## src/fix_seq_pkg.sv

```systemverilog
package fix_seq_pkg;

   // tuser sideband
   localparam int tuser_w = 128;

   typedef logic [tuser_w-1:0] tuser_t;

   // message type field in tuser
   localparam int msg_type_lo = 48;
   localparam int msg_type_hi = 63;

   // pass-through flag field in tuser
   localparam int pass_lo = 32;
   localparam int pass_hi = 47;

   // counted FIX message types
   localparam logic [15:0] msg_test_req  = 16'h05;
   localparam logic [15:0] msg_heartbeat = 16'h07;

   // flag field value for a frame that is not counted
   localparam logic [15:0] pass_code = 16'h01;

   // sequence number geometry
   localparam int bcd_digits = 8;
   localparam int out_digits = 6;

   typedef logic [3:0] bcd_digit_t;

   // digit 0 sits in the low nibble
   typedef logic [bcd_digits*4-1:0] seq_num_t;

   // low six digits, as queued for the consumer
   typedef logic [out_digits*4-1:0] seq_out_t;

   // sequence numbers start at 00000001
   localparam seq_num_t seq_reset_val = 32'h0000_0001;

   // output queue holds 2**fifo_depth_bits entries
   localparam int fifo_depth_bits = 2;

   typedef enum logic [1:0] {
      st_wait,
      st_pass,
      st_resend
   } fix_state_t;

endpackage

```

## src/seq_ctrl_if.sv

```systemverilog
`timescale 1ns/1ps

interface seq_ctrl_if import fix_seq_pkg::*; ();

   // one-cycle strobes, load wins if both are set
   logic     incr;
   logic     load;
   seq_num_t load_value;

   // current sequence number
   seq_num_t value;

   modport ctrl (
      output incr,
      output load,
      output load_value,
      input  value
   );

   modport counter (
      input  incr,
      input  load,
      input  load_value,
      output value
   );

endinterface

```

## src/fix_seq_ctrl.sv

```systemverilog
`timescale 1ns/1ps

module fix_seq_ctrl import fix_seq_pkg::*; (
   input  logic     clk,
   input  logic     reset,

   input  logic     tvalid,
   input  logic     tlast,
   input  tuser_t   tuser,

   input  logic     resend_mode_one,
   input  logic     resend_mode_two,
   input  logic     resend_mode_three,
   input  seq_num_t fix_resend_num_begin,

   seq_ctrl_if.ctrl ctrl,

   output logic     push,
   output logic     resend_ack
);

   fix_state_t state;
   fix_state_t state_next;

   logic [msg_type_hi-msg_type_lo:0] msg_type;
   logic [pass_hi-pass_lo:0]         pass_field;

   logic frame_end;
   logic counted_end;
   logic pass_hit;
   logic resend_req;
   logic incr_req;
   logic load_req;

   // tuser decode
   assign msg_type   = tuser[msg_type_hi:msg_type_lo];
   assign pass_field = tuser[pass_hi:pass_lo];

   assign frame_end   = tvalid && tlast;
   assign counted_end = frame_end &&
                        (msg_type == msg_test_req || msg_type == msg_heartbeat);
   assign pass_hit    = tvalid && (pass_field == pass_code);

   // all three modes reload from the begin value
   assign resend_req = resend_mode_one || resend_mode_two || resend_mode_three;

   // priority in st_wait: counted end, pass-through, resend
   always_comb begin
      state_next = state;
      incr_req   = 1'b0;
      load_req   = 1'b0;
      case (state)
         st_wait: begin
            if (counted_end) begin
               incr_req = 1'b1;
            end else if (pass_hit) begin
               state_next = st_pass;
            end else if (resend_req) begin
               state_next = st_resend;
            end
         end
         st_pass: begin
            // the closing beat of a pass frame is not counted
            if (frame_end) begin
               state_next = st_wait;
            end
         end
         st_resend: begin
            load_req   = 1'b1;
            state_next = st_wait;
         end
         default: begin
            state_next = st_wait;
         end
      endcase
   end

   assign ctrl.incr       = incr_req;
   assign ctrl.load       = load_req;
   assign ctrl.load_value = fix_resend_num_begin;

   always_ff @(posedge clk) begin
      if (reset) begin
         state      <= st_wait;
         push       <= 1'b0;
         resend_ack <= 1'b0;
      end else begin
         state      <= state_next;
         // queue write lands one edge after the counter update
         push       <= frame_end;
         resend_ack <= load_req;
      end
   end

   a_no_incr_with_load: assert property (
      @(posedge clk) disable iff (reset) !(ctrl.incr && ctrl.load))
      else $error("fix_seq_ctrl: incr and load raised together");

   a_ack_one_cycle: assert property (
      @(posedge clk) disable iff (reset) resend_ack |=> !resend_ack)
      else $error("fix_seq_ctrl: resend_ack held for two cycles");

endmodule

```

## src/bcd_seq_counter.sv

```systemverilog
`timescale 1ns/1ps

module bcd_seq_counter import fix_seq_pkg::*; (
   input  logic clk,
   input  logic reset,

   seq_ctrl_if.counter cnt
);

   bcd_digit_t digit     [bcd_digits];
   bcd_digit_t digit_inc [bcd_digits];

   // five bits so that an out-of-range digit plus one does not alias
   logic [4:0] digit_sum [bcd_digits];

   // carry into each digit, digit 0 always gets the +1
   logic [bcd_digits-1:0] carry;

   assign carry[0] = 1'b1;

   genvar g;
   for (g = 0; g < bcd_digits; g++) begin : g_digit
      assign digit_sum[g] = {1'b0, digit[g]} + {4'd0, carry[g]};

      // 10 or more rolls over to 0
      assign digit_inc[g] = (digit_sum[g] >= 5'd10) ? 4'd0 : digit_sum[g][3:0];

      // top digit wraps with no carry out
      if (g < bcd_digits - 1) begin : g_carry
         assign carry[g+1] = (digit_sum[g] >= 5'd10);
      end

      assign cnt.value[4*g +: 4] = digit[g];
   end

   always_ff @(posedge clk) begin
      if (reset) begin
         for (int i = 0; i < bcd_digits; i++) begin
            digit[i] <= seq_reset_val[4*i +: 4];
         end
      end else if (cnt.load) begin
         // loaded as given, no digit check
         for (int i = 0; i < bcd_digits; i++) begin
            digit[i] <= cnt.load_value[4*i +: 4];
         end
      end else if (cnt.incr) begin
         for (int i = 0; i < bcd_digits; i++) begin
            digit[i] <= digit_inc[i];
         end
      end
   end

endmodule

```

## src/seq_num_fifo.sv

```systemverilog
`timescale 1ns/1ps

module seq_num_fifo import fix_seq_pkg::*; (
   input  logic     clk,
   input  logic     reset,

   input  logic     push,
   input  seq_out_t din,

   input  logic     pop,
   output seq_out_t dout,
   output logic     not_empty
);

   localparam int depth = 2 ** fifo_depth_bits;

   seq_out_t mem [depth];

   logic [fifo_depth_bits-1:0] wr_ptr;
   logic [fifo_depth_bits-1:0] rd_ptr;
   logic [fifo_depth_bits:0]   count;

   logic full;
   logic wr_ok;
   logic rd_ok;

   assign full      = (count == depth[fifo_depth_bits:0]);
   assign not_empty = (count != '0);

   // a push into a full queue is dropped
   assign wr_ok = push && !full;
   assign rd_ok = pop && not_empty;

   // fallthrough, head entry always visible
   assign dout = mem[rd_ptr];

   always_ff @(posedge clk) begin
      if (wr_ok) begin
         mem[wr_ptr] <= din;
      end
   end

   always_ff @(posedge clk) begin
      if (reset) begin
         wr_ptr <= '0;
         rd_ptr <= '0;
         count  <= '0;
      end else begin
         if (wr_ok) begin
            wr_ptr <= wr_ptr + 1'b1;
         end
         if (rd_ok) begin
            rd_ptr <= rd_ptr + 1'b1;
         end
         case ({wr_ok, rd_ok})
            2'b10:   count <= count + 1'b1;
            2'b01:   count <= count - 1'b1;
            default: count <= count;
         endcase
      end
   end

   a_no_pop_empty: assert property (
      @(posedge clk) disable iff (reset) pop |-> not_empty)
      else $error("seq_num_fifo: pop while empty");

   a_no_push_full: assert property (
      @(posedge clk) disable iff (reset) push |-> !full)
      else $error("seq_num_fifo: push while full, sequence number lost");

endmodule

```

## src/fix_seq_number_top.sv

```systemverilog
`timescale 1ns/1ps

module fix_seq_number_top import fix_seq_pkg::*; (
   input  logic     clk,
   input  logic     reset,

   // packet stream, sideband only
   input  logic     tvalid,
   input  logic     tlast,
   input  tuser_t   tuser,

   // resend request
   input  logic     resend_mode_one,
   input  logic     resend_mode_two,
   input  logic     resend_mode_three,
   input  seq_num_t fix_resend_num_begin,
   output logic     resend_ack,

   // queued sequence numbers
   output logic     fix_seq_num_vld,
   output seq_out_t fix_new_seq_num,
   input  logic     rd_fix_seq_num
);

   seq_ctrl_if seq_ctrl_bus ();

   logic     push;
   seq_out_t fifo_din;

   // only the low six digits are queued
   assign fifo_din = seq_ctrl_bus.value[$bits(seq_out_t)-1:0];

   fix_seq_ctrl fix_seq_ctrl_i (
      .clk                  (clk),
      .reset                (reset),
      .tvalid               (tvalid),
      .tlast                (tlast),
      .tuser                (tuser),
      .resend_mode_one      (resend_mode_one),
      .resend_mode_two      (resend_mode_two),
      .resend_mode_three    (resend_mode_three),
      .fix_resend_num_begin (fix_resend_num_begin),
      .ctrl                 (seq_ctrl_bus.ctrl),
      .push                 (push),
      .resend_ack           (resend_ack)
   );

   bcd_seq_counter bcd_seq_counter_i (
      .clk   (clk),
      .reset (reset),
      .cnt   (seq_ctrl_bus.counter)
   );

   seq_num_fifo seq_num_fifo_i (
      .clk       (clk),
      .reset     (reset),
      .push      (push),
      .din       (fifo_din),
      .pop       (rd_fix_seq_num),
      .dout      (fix_new_seq_num),
      .not_empty (fix_seq_num_vld)
   );

endmodule

```

## config.mk

```make
export PLATFORM = sky130hd
export DESIGN_NAME = fix_seq_number_top
export DESIGN_NICKNAME = d
export VERILOG_FILES = /design/src/fix_seq_pkg.sv /design/src/seq_ctrl_if.sv /design/src/fix_seq_ctrl.sv /design/src/bcd_seq_counter.sv /design/src/seq_num_fifo.sv /design/src/fix_seq_number_top.sv
export SDC_FILE = /design/constraint.sdc
export NUM_CORES = 1
export LEC_CHECK = 0
export ABC_AREA = 0
export CAP_MARGIN = 20
export CORE_MARGIN = 1
export CORE_UTILIZATION = 42
export DETAILED_ROUTE_END_ITERATION = 10
export DONT_BUFFER_PORTS = 1
export GPL_TIMING_DRIVEN = 0
export HOLD_SLACK_MARGIN = 0.05
export SYNTH_ARGS = -nofsm -noshare
export SYNTH_HDL_FRONTEND = slang
export SYNTH_HIERARCHICAL = 1
export SYNTH_SLANG_ARGS = --single-unit
```

## constraint.sdc

```tcl
create_clock -name clk -period 17 [get_ports clk]
set_clock_uncertainty 0.15 [all_clocks]
set_input_delay 0.85 -clock clk [delete_from_list [all_inputs] [get_ports clk]]
set_output_delay 0.85 -clock clk [all_outputs]
set_load 0.05 [all_outputs]
```

# After elaboration in Yosys (flattened, before gate mapping)

Memories as Yosys holds them, arrays and structs flattened. A register that Yosys moved wholly into a read port is not among the register bits.
Cells that the tools add are included.

Mux-type cells: 46
Div/mod/pow operators: 0
Shifts and indexed selects: 0
Reductions and logical operators: 13
$mul: 0
Add/subtract/negate cells: 12
Bitwise logic cells: 16
$lt $le $gt $ge: 8
Equality and inequality tests: 11

Operators with widths:

| operator              | number |
|---|---|
| $mux W4               | 24 |
| $ge A5 B4 Y1 const B  | 8 |
| $add A4 B1 Y5         | 7 |
| $eq A16 B3 Y1 const B | 2 |
| $eq A16 B1 Y1 const B | 1 |
| $or A1 B1 Y1          | 16 |
| $mux W1               | 14 |
| $mux W2               | 6 |
| $pmux W3 S2           | 1 |
| $add A4 B1 Y5 const B | 1 |
| $logic_and A1 B1 Y1   | 5 |
| $add A2 B1 Y2 const B | 2 |
| $eq A2 B1 Y1 const B  | 2 |
| $eq A2 B2 Y1 const B  | 2 |
| $pmux W2 S2           | 1 |
| $add A3 B1 Y3 const B | 1 |
| $eq A3 B3 Y1 const B  | 1 |
| $logic_or A1 B1 Y1    | 3 |
| $ne A3 B1 Y1 const B  | 1 |
| $reduce_and A3 Y1     | 1 |
| $reduce_bool A3 Y1    | 1 |
| $sub A3 B1 Y3 const B | 1 |
| $logic_not A2 Y1      | 1 |
| $ne A2 B1 Y1 const B  | 1 |
| 3 further kinds       | 3 |

Register bits after elaboration: 11
Bits in writable memories: 128
Memories kept: 2
Latch bits: 0
Memory bits (read-only): 0
Logic and storage cells: 114
Input bits: 168

Memories:

| name                    | depth | bits a word | rd ports | clocked after memory_dff | write ports | line                  | RTL |
|---|---|---|---|---|---|---|---|
| seq_num_fifo_i.mem      | 4     | 24          | 1        | 1                        | 1           | seq_num_fifo.sv:17    | `seq_out_t mem [depth];` |
| bcd_seq_counter_i.digit | 8     | 4           | 8        | 0                        | 8           | bcd_seq_counter.sv:10 | `bcd_digit_t digit [bcd_digits];` |

# Longest topological paths before layout

An unclocked memory read counts as a cell.

Word-level depth: 19
Gate-level depth with buffers: 34
Gate-level depth less buffers: 34

# Hierarchy

Netlist, hierarchy kept.

Modules (own cells, without submodules):

| module          | area an instance (µm²) | sequential area each (µm²) | cells an instance | instances |
|---|---|---|---|---|
| seq_num_fifo    | 3986.3                 | 3062.9                     | 177               | 1 |
| bcd_seq_counter | 2088.3                 | 960.9                      | 186               | 1 |
| fix_seq_ctrl    | 499.2                  | 80.1                       | 60                | 1 |

# Worst setup path after synthesis

Ideal clock, no wire load.

Path type: register to register
From: memory bcd_seq_counter_i/digit[0][0] (netlist name)
To: memory bcd_seq_counter_i/digit[1][12] (netlist name) (data pin)
Data arrival time: 8.143 ns
Slack: 8.555 ns
Required time: 16.698 ns
Clock period less this slack: 8.445 ns
Setup time: 0.152 ns
Cell stages (with the launch flop): 41
Path through: edfxtp_1 ha_1 xor2_1 nor3b_1 o21ai_0 ha_1 ha_1 o21a_1 o221ai_1 inv_1 ha_1 ha_1 o21a_1 o221ai_1 inv_1 ha_1 ha_1 o21a_1 [... 5 more ...] o221ai_1 inv_1 ha_1 ha_1 nor2_1 a41oi_1 o22ai_1 inv_1 ha_1 ha_1 mux2_1 o221a_2 ha_1 ha_1 nand2b_1 mux2i_1 o21ai_1 o21ai_0

RTL lines:

| element     | line |
|---|---|
| from (decl) | bcd_seq_counter.sv:10 |

==> out/results.tsv <==
stage	metric	value	unit
flow_run	number of max-cap violations	0	
floorplanning	die area	14740	um^2
cells_and_area	Final Cell Area	6845	um^2
sta	Final Hold Viols	0	
critical_path	CP required	17010	ps
cts	# hold bufs at CTS	0	
drt	Vias	3193	
sta	worst setup margin	9209	ps
cts	clk sinks	133	
sta	Final setup viols	0	
critical_path	crit-path max FO	8	
floorplanning	IO Count	194	
drt	Detail Route Antenna Nets	0	
cts	CTS tree	built	
synth	synthesized area	5987	um^2
cells_and_area	fin util	0.4931	
critical_path	Worst path most repeated cell	ha_1	
critical_path	Worst setup EP type	flop	
power_and_ir_drop	Max VDD drop	0.08712	mV
floorplanning	# rows	43	
synth	Cells after Synth	368	
sta	clock period minus worst slack	7791	ps
critical_path	slowest CP cell	edfxtp_1	
power_and_ir_drop	cell-internal power	0.6400	mW
floorplanning	Core Area	13880	um^2
global_route	global-route wire length before repair	17880	um
power_and_ir_drop	Combinational Power Share	0.183	
cts	Clk Tree Root Cell	clkbuf_16	
cells_and_area	nets	576	
placement	post-DP HPWL	7715	um
power_and_ir_drop	Flop pwr share	0.434	
cts	post-CTS setup buffers	0	
sta	final setup TNS	0	ps
floorplanning	Initial Util	0.4313	
power_and_ir_drop	Net Sw Frac	0.2788	
drt	DR pass1 iterations	4	
synth	syn_nets	554	
sta	f_max	128.3	MHz
drt	Routed WL per cell	19.47	um
cells_and_area	area of the multi-input gates	1774	um^2
critical_path	CP arrival	7810	ps
power_and_ir_drop	clock share of power	0.383	
drt	DRC	0	
power_and_ir_drop	NetSw	0.2474	mW
power_and_ir_drop	PD cells	129.6	nW/um^2
cts	post-cts sizing count	0	
placement	Placed Area	6296	um^2
cts	Bufs on Longest Clock Path	2	
status	status	finished, final reports clean	
cts	clock-pin slew on the worst setup and hold paths	60	ps
placement	DP Worst Slack	9203	ps
placement	Buffers on Ports	0	
sta	hold_ws	346.3	ps
sta	worst-margin pin slew	739.2	ps
cells_and_area	Register Area	3864	um^2
synth	Synth warnings	6	
cells_and_area	share of post-route cells with drive strength above 1	0.2258	
cts	cts bufs inserted	17	
placement	Final Wtd Congestion	0.7571	
global_route	vias in the first global route	3350	
cts	H-Tree Depth	4	
sta	worst relative slew slack	0.5072	
drt	vias per cell	5.477	
global_route	initial antenna violation count	0	
cts	Clk Latency, worst-skew pair	410	ps
min_path	HP Class	reg -> reg	
floorplanning	chip height	121.4	um
cells_and_area	area grow syn2layout	14.34	%
sta	Slew Viols, Final	0	
drt	final wirelength	11350	um
synth	mean post-synth cell area	16.27	um^2
cells_and_area	Filler Cells Inserted	1169	
sta	fin crit share	0.4583	
global_route	Total GRT Usage	0.1696	
critical_path	Critical Path Max Stage Delay	510	ps
sta	RSZ-0062 raised after global routing	false	
critical_path	crit path launch type	flop	
global_route	total congestion overflow	0	
critical_path	worst setup path category	reg -> reg	
power_and_ir_drop	P_leak	2.361	nW
drt	Starting DRT DRC Count	144	
global_route	largest net degree at the start of global routing	25	
floorplanning	Die X	121.4	um
cells_and_area	# diodes	0	
[registers in the layout (all words and copies together), names as in the netlist, named ones only]
signal,count
seq_num_fifo_i/count,3
fix_seq_ctrl_i/push,1
fix_seq_ctrl_i/resend_ack,1
seq_num_fifo_i/rd_ptr,2
fix_seq_ctrl_i/state,2
seq_num_fifo_i/wr_ptr,2
seq_num_fifo_i/mem,96
bcd_seq_counter_i/digit,24
[layer usage]
metal / vias up / track usage / part of all wire
met2: 114 / 0.2734 / 0.50
met3: 8 / 0.06203 / 0.054
met4: 0 / 0.06327 / 0.012
met5: - / 0 / 0
met1: 1593 / 0.2076 / 0.43
li1: 1478 / - / -
[stage by stage]
stage          std cells  power [mW]
2_1_floorplan        368      0.5324
3_3_place_gp         548      0.5533
3_5_place_dp         551      0.5562
4_1_cts              583      0.8977
5_1_grt              583      0.9204
6_report             583      0.8874
[critical path, delay by kind of cell (launching register included)]
kind	cells	cell delay, ps
flip-flops	1	510
AO/OA/AOI/OAI	12	2970
buffers and inverters	4	370
adder cells (fa/ha/maj)	11	3090
AND/OR/NAND/NOR	2	290
XOR/XNOR	1	160
[layout make-up]
type | count | share of cell area
Sequential cell | 133 | 0.5644
Multi-Input combinational cell | 181 | 0.2592
Clock buffer | 20 | 0.06379
Buffer | 36 | 0.04131
Tap cell | 180 | 0.03290
Clock inverter | 12 | 0.01645
Timing Repair Buffer | 3 | 0.01206
Inverter | 18 | 0.009870
[cells in the final DEF (no fill, tap or decap), drive strengths merged, types with 3 or more instances in the layout]
master    n
a21oi     8
or4       3
buf      37
ha       17
o21a      4
a32o     17
nor3b     3
or3b      3
mux4     24
edfxtp  120
dfxtp    13
xnor2     5
inv      18
clkinv    8
nand3    10
nor2     14
o21ai     7
and2      4
clkbuf   22
o221ai    4
xor2     11
or3       4
nor4      6
nand2    16
[power groups by stage]
stage / sequential (mW) / combinational (mW) / clock (mW)
detailed placement: 0.392 / 0.164 / 0
global route: 0.387 / 0.173 / 0.360
CTS: 0.385 / 0.165 / 0.348
global placement: 0.391 / 0.162 / 0
finish: 0.385 / 0.162 / 0.340
floorplan: 0.388 / 0.145 / 0
[final timing paths]
check | from | endpoint | slack [ps] | depth (start not counted)
setup / recovery | bcd_seq_counter_i/digit[0][0] | bcd_seq_counter_i/digit[1][5] | 9210 | 30
hold / removal | fix_seq_ctrl_i/state[0] | fix_seq_ctrl_i/state[0] | 350 | 2
setup reg to reg | bcd_seq_counter_i/digit[0][0] | bcd_seq_counter_i/digit[1][5] | 9210 | 30
hold reg to reg | fix_seq_ctrl_i/state[0] | fix_seq_ctrl_i/state[0] | 350 | 2
Note: power is estimated with default switching activity, not from simulation.
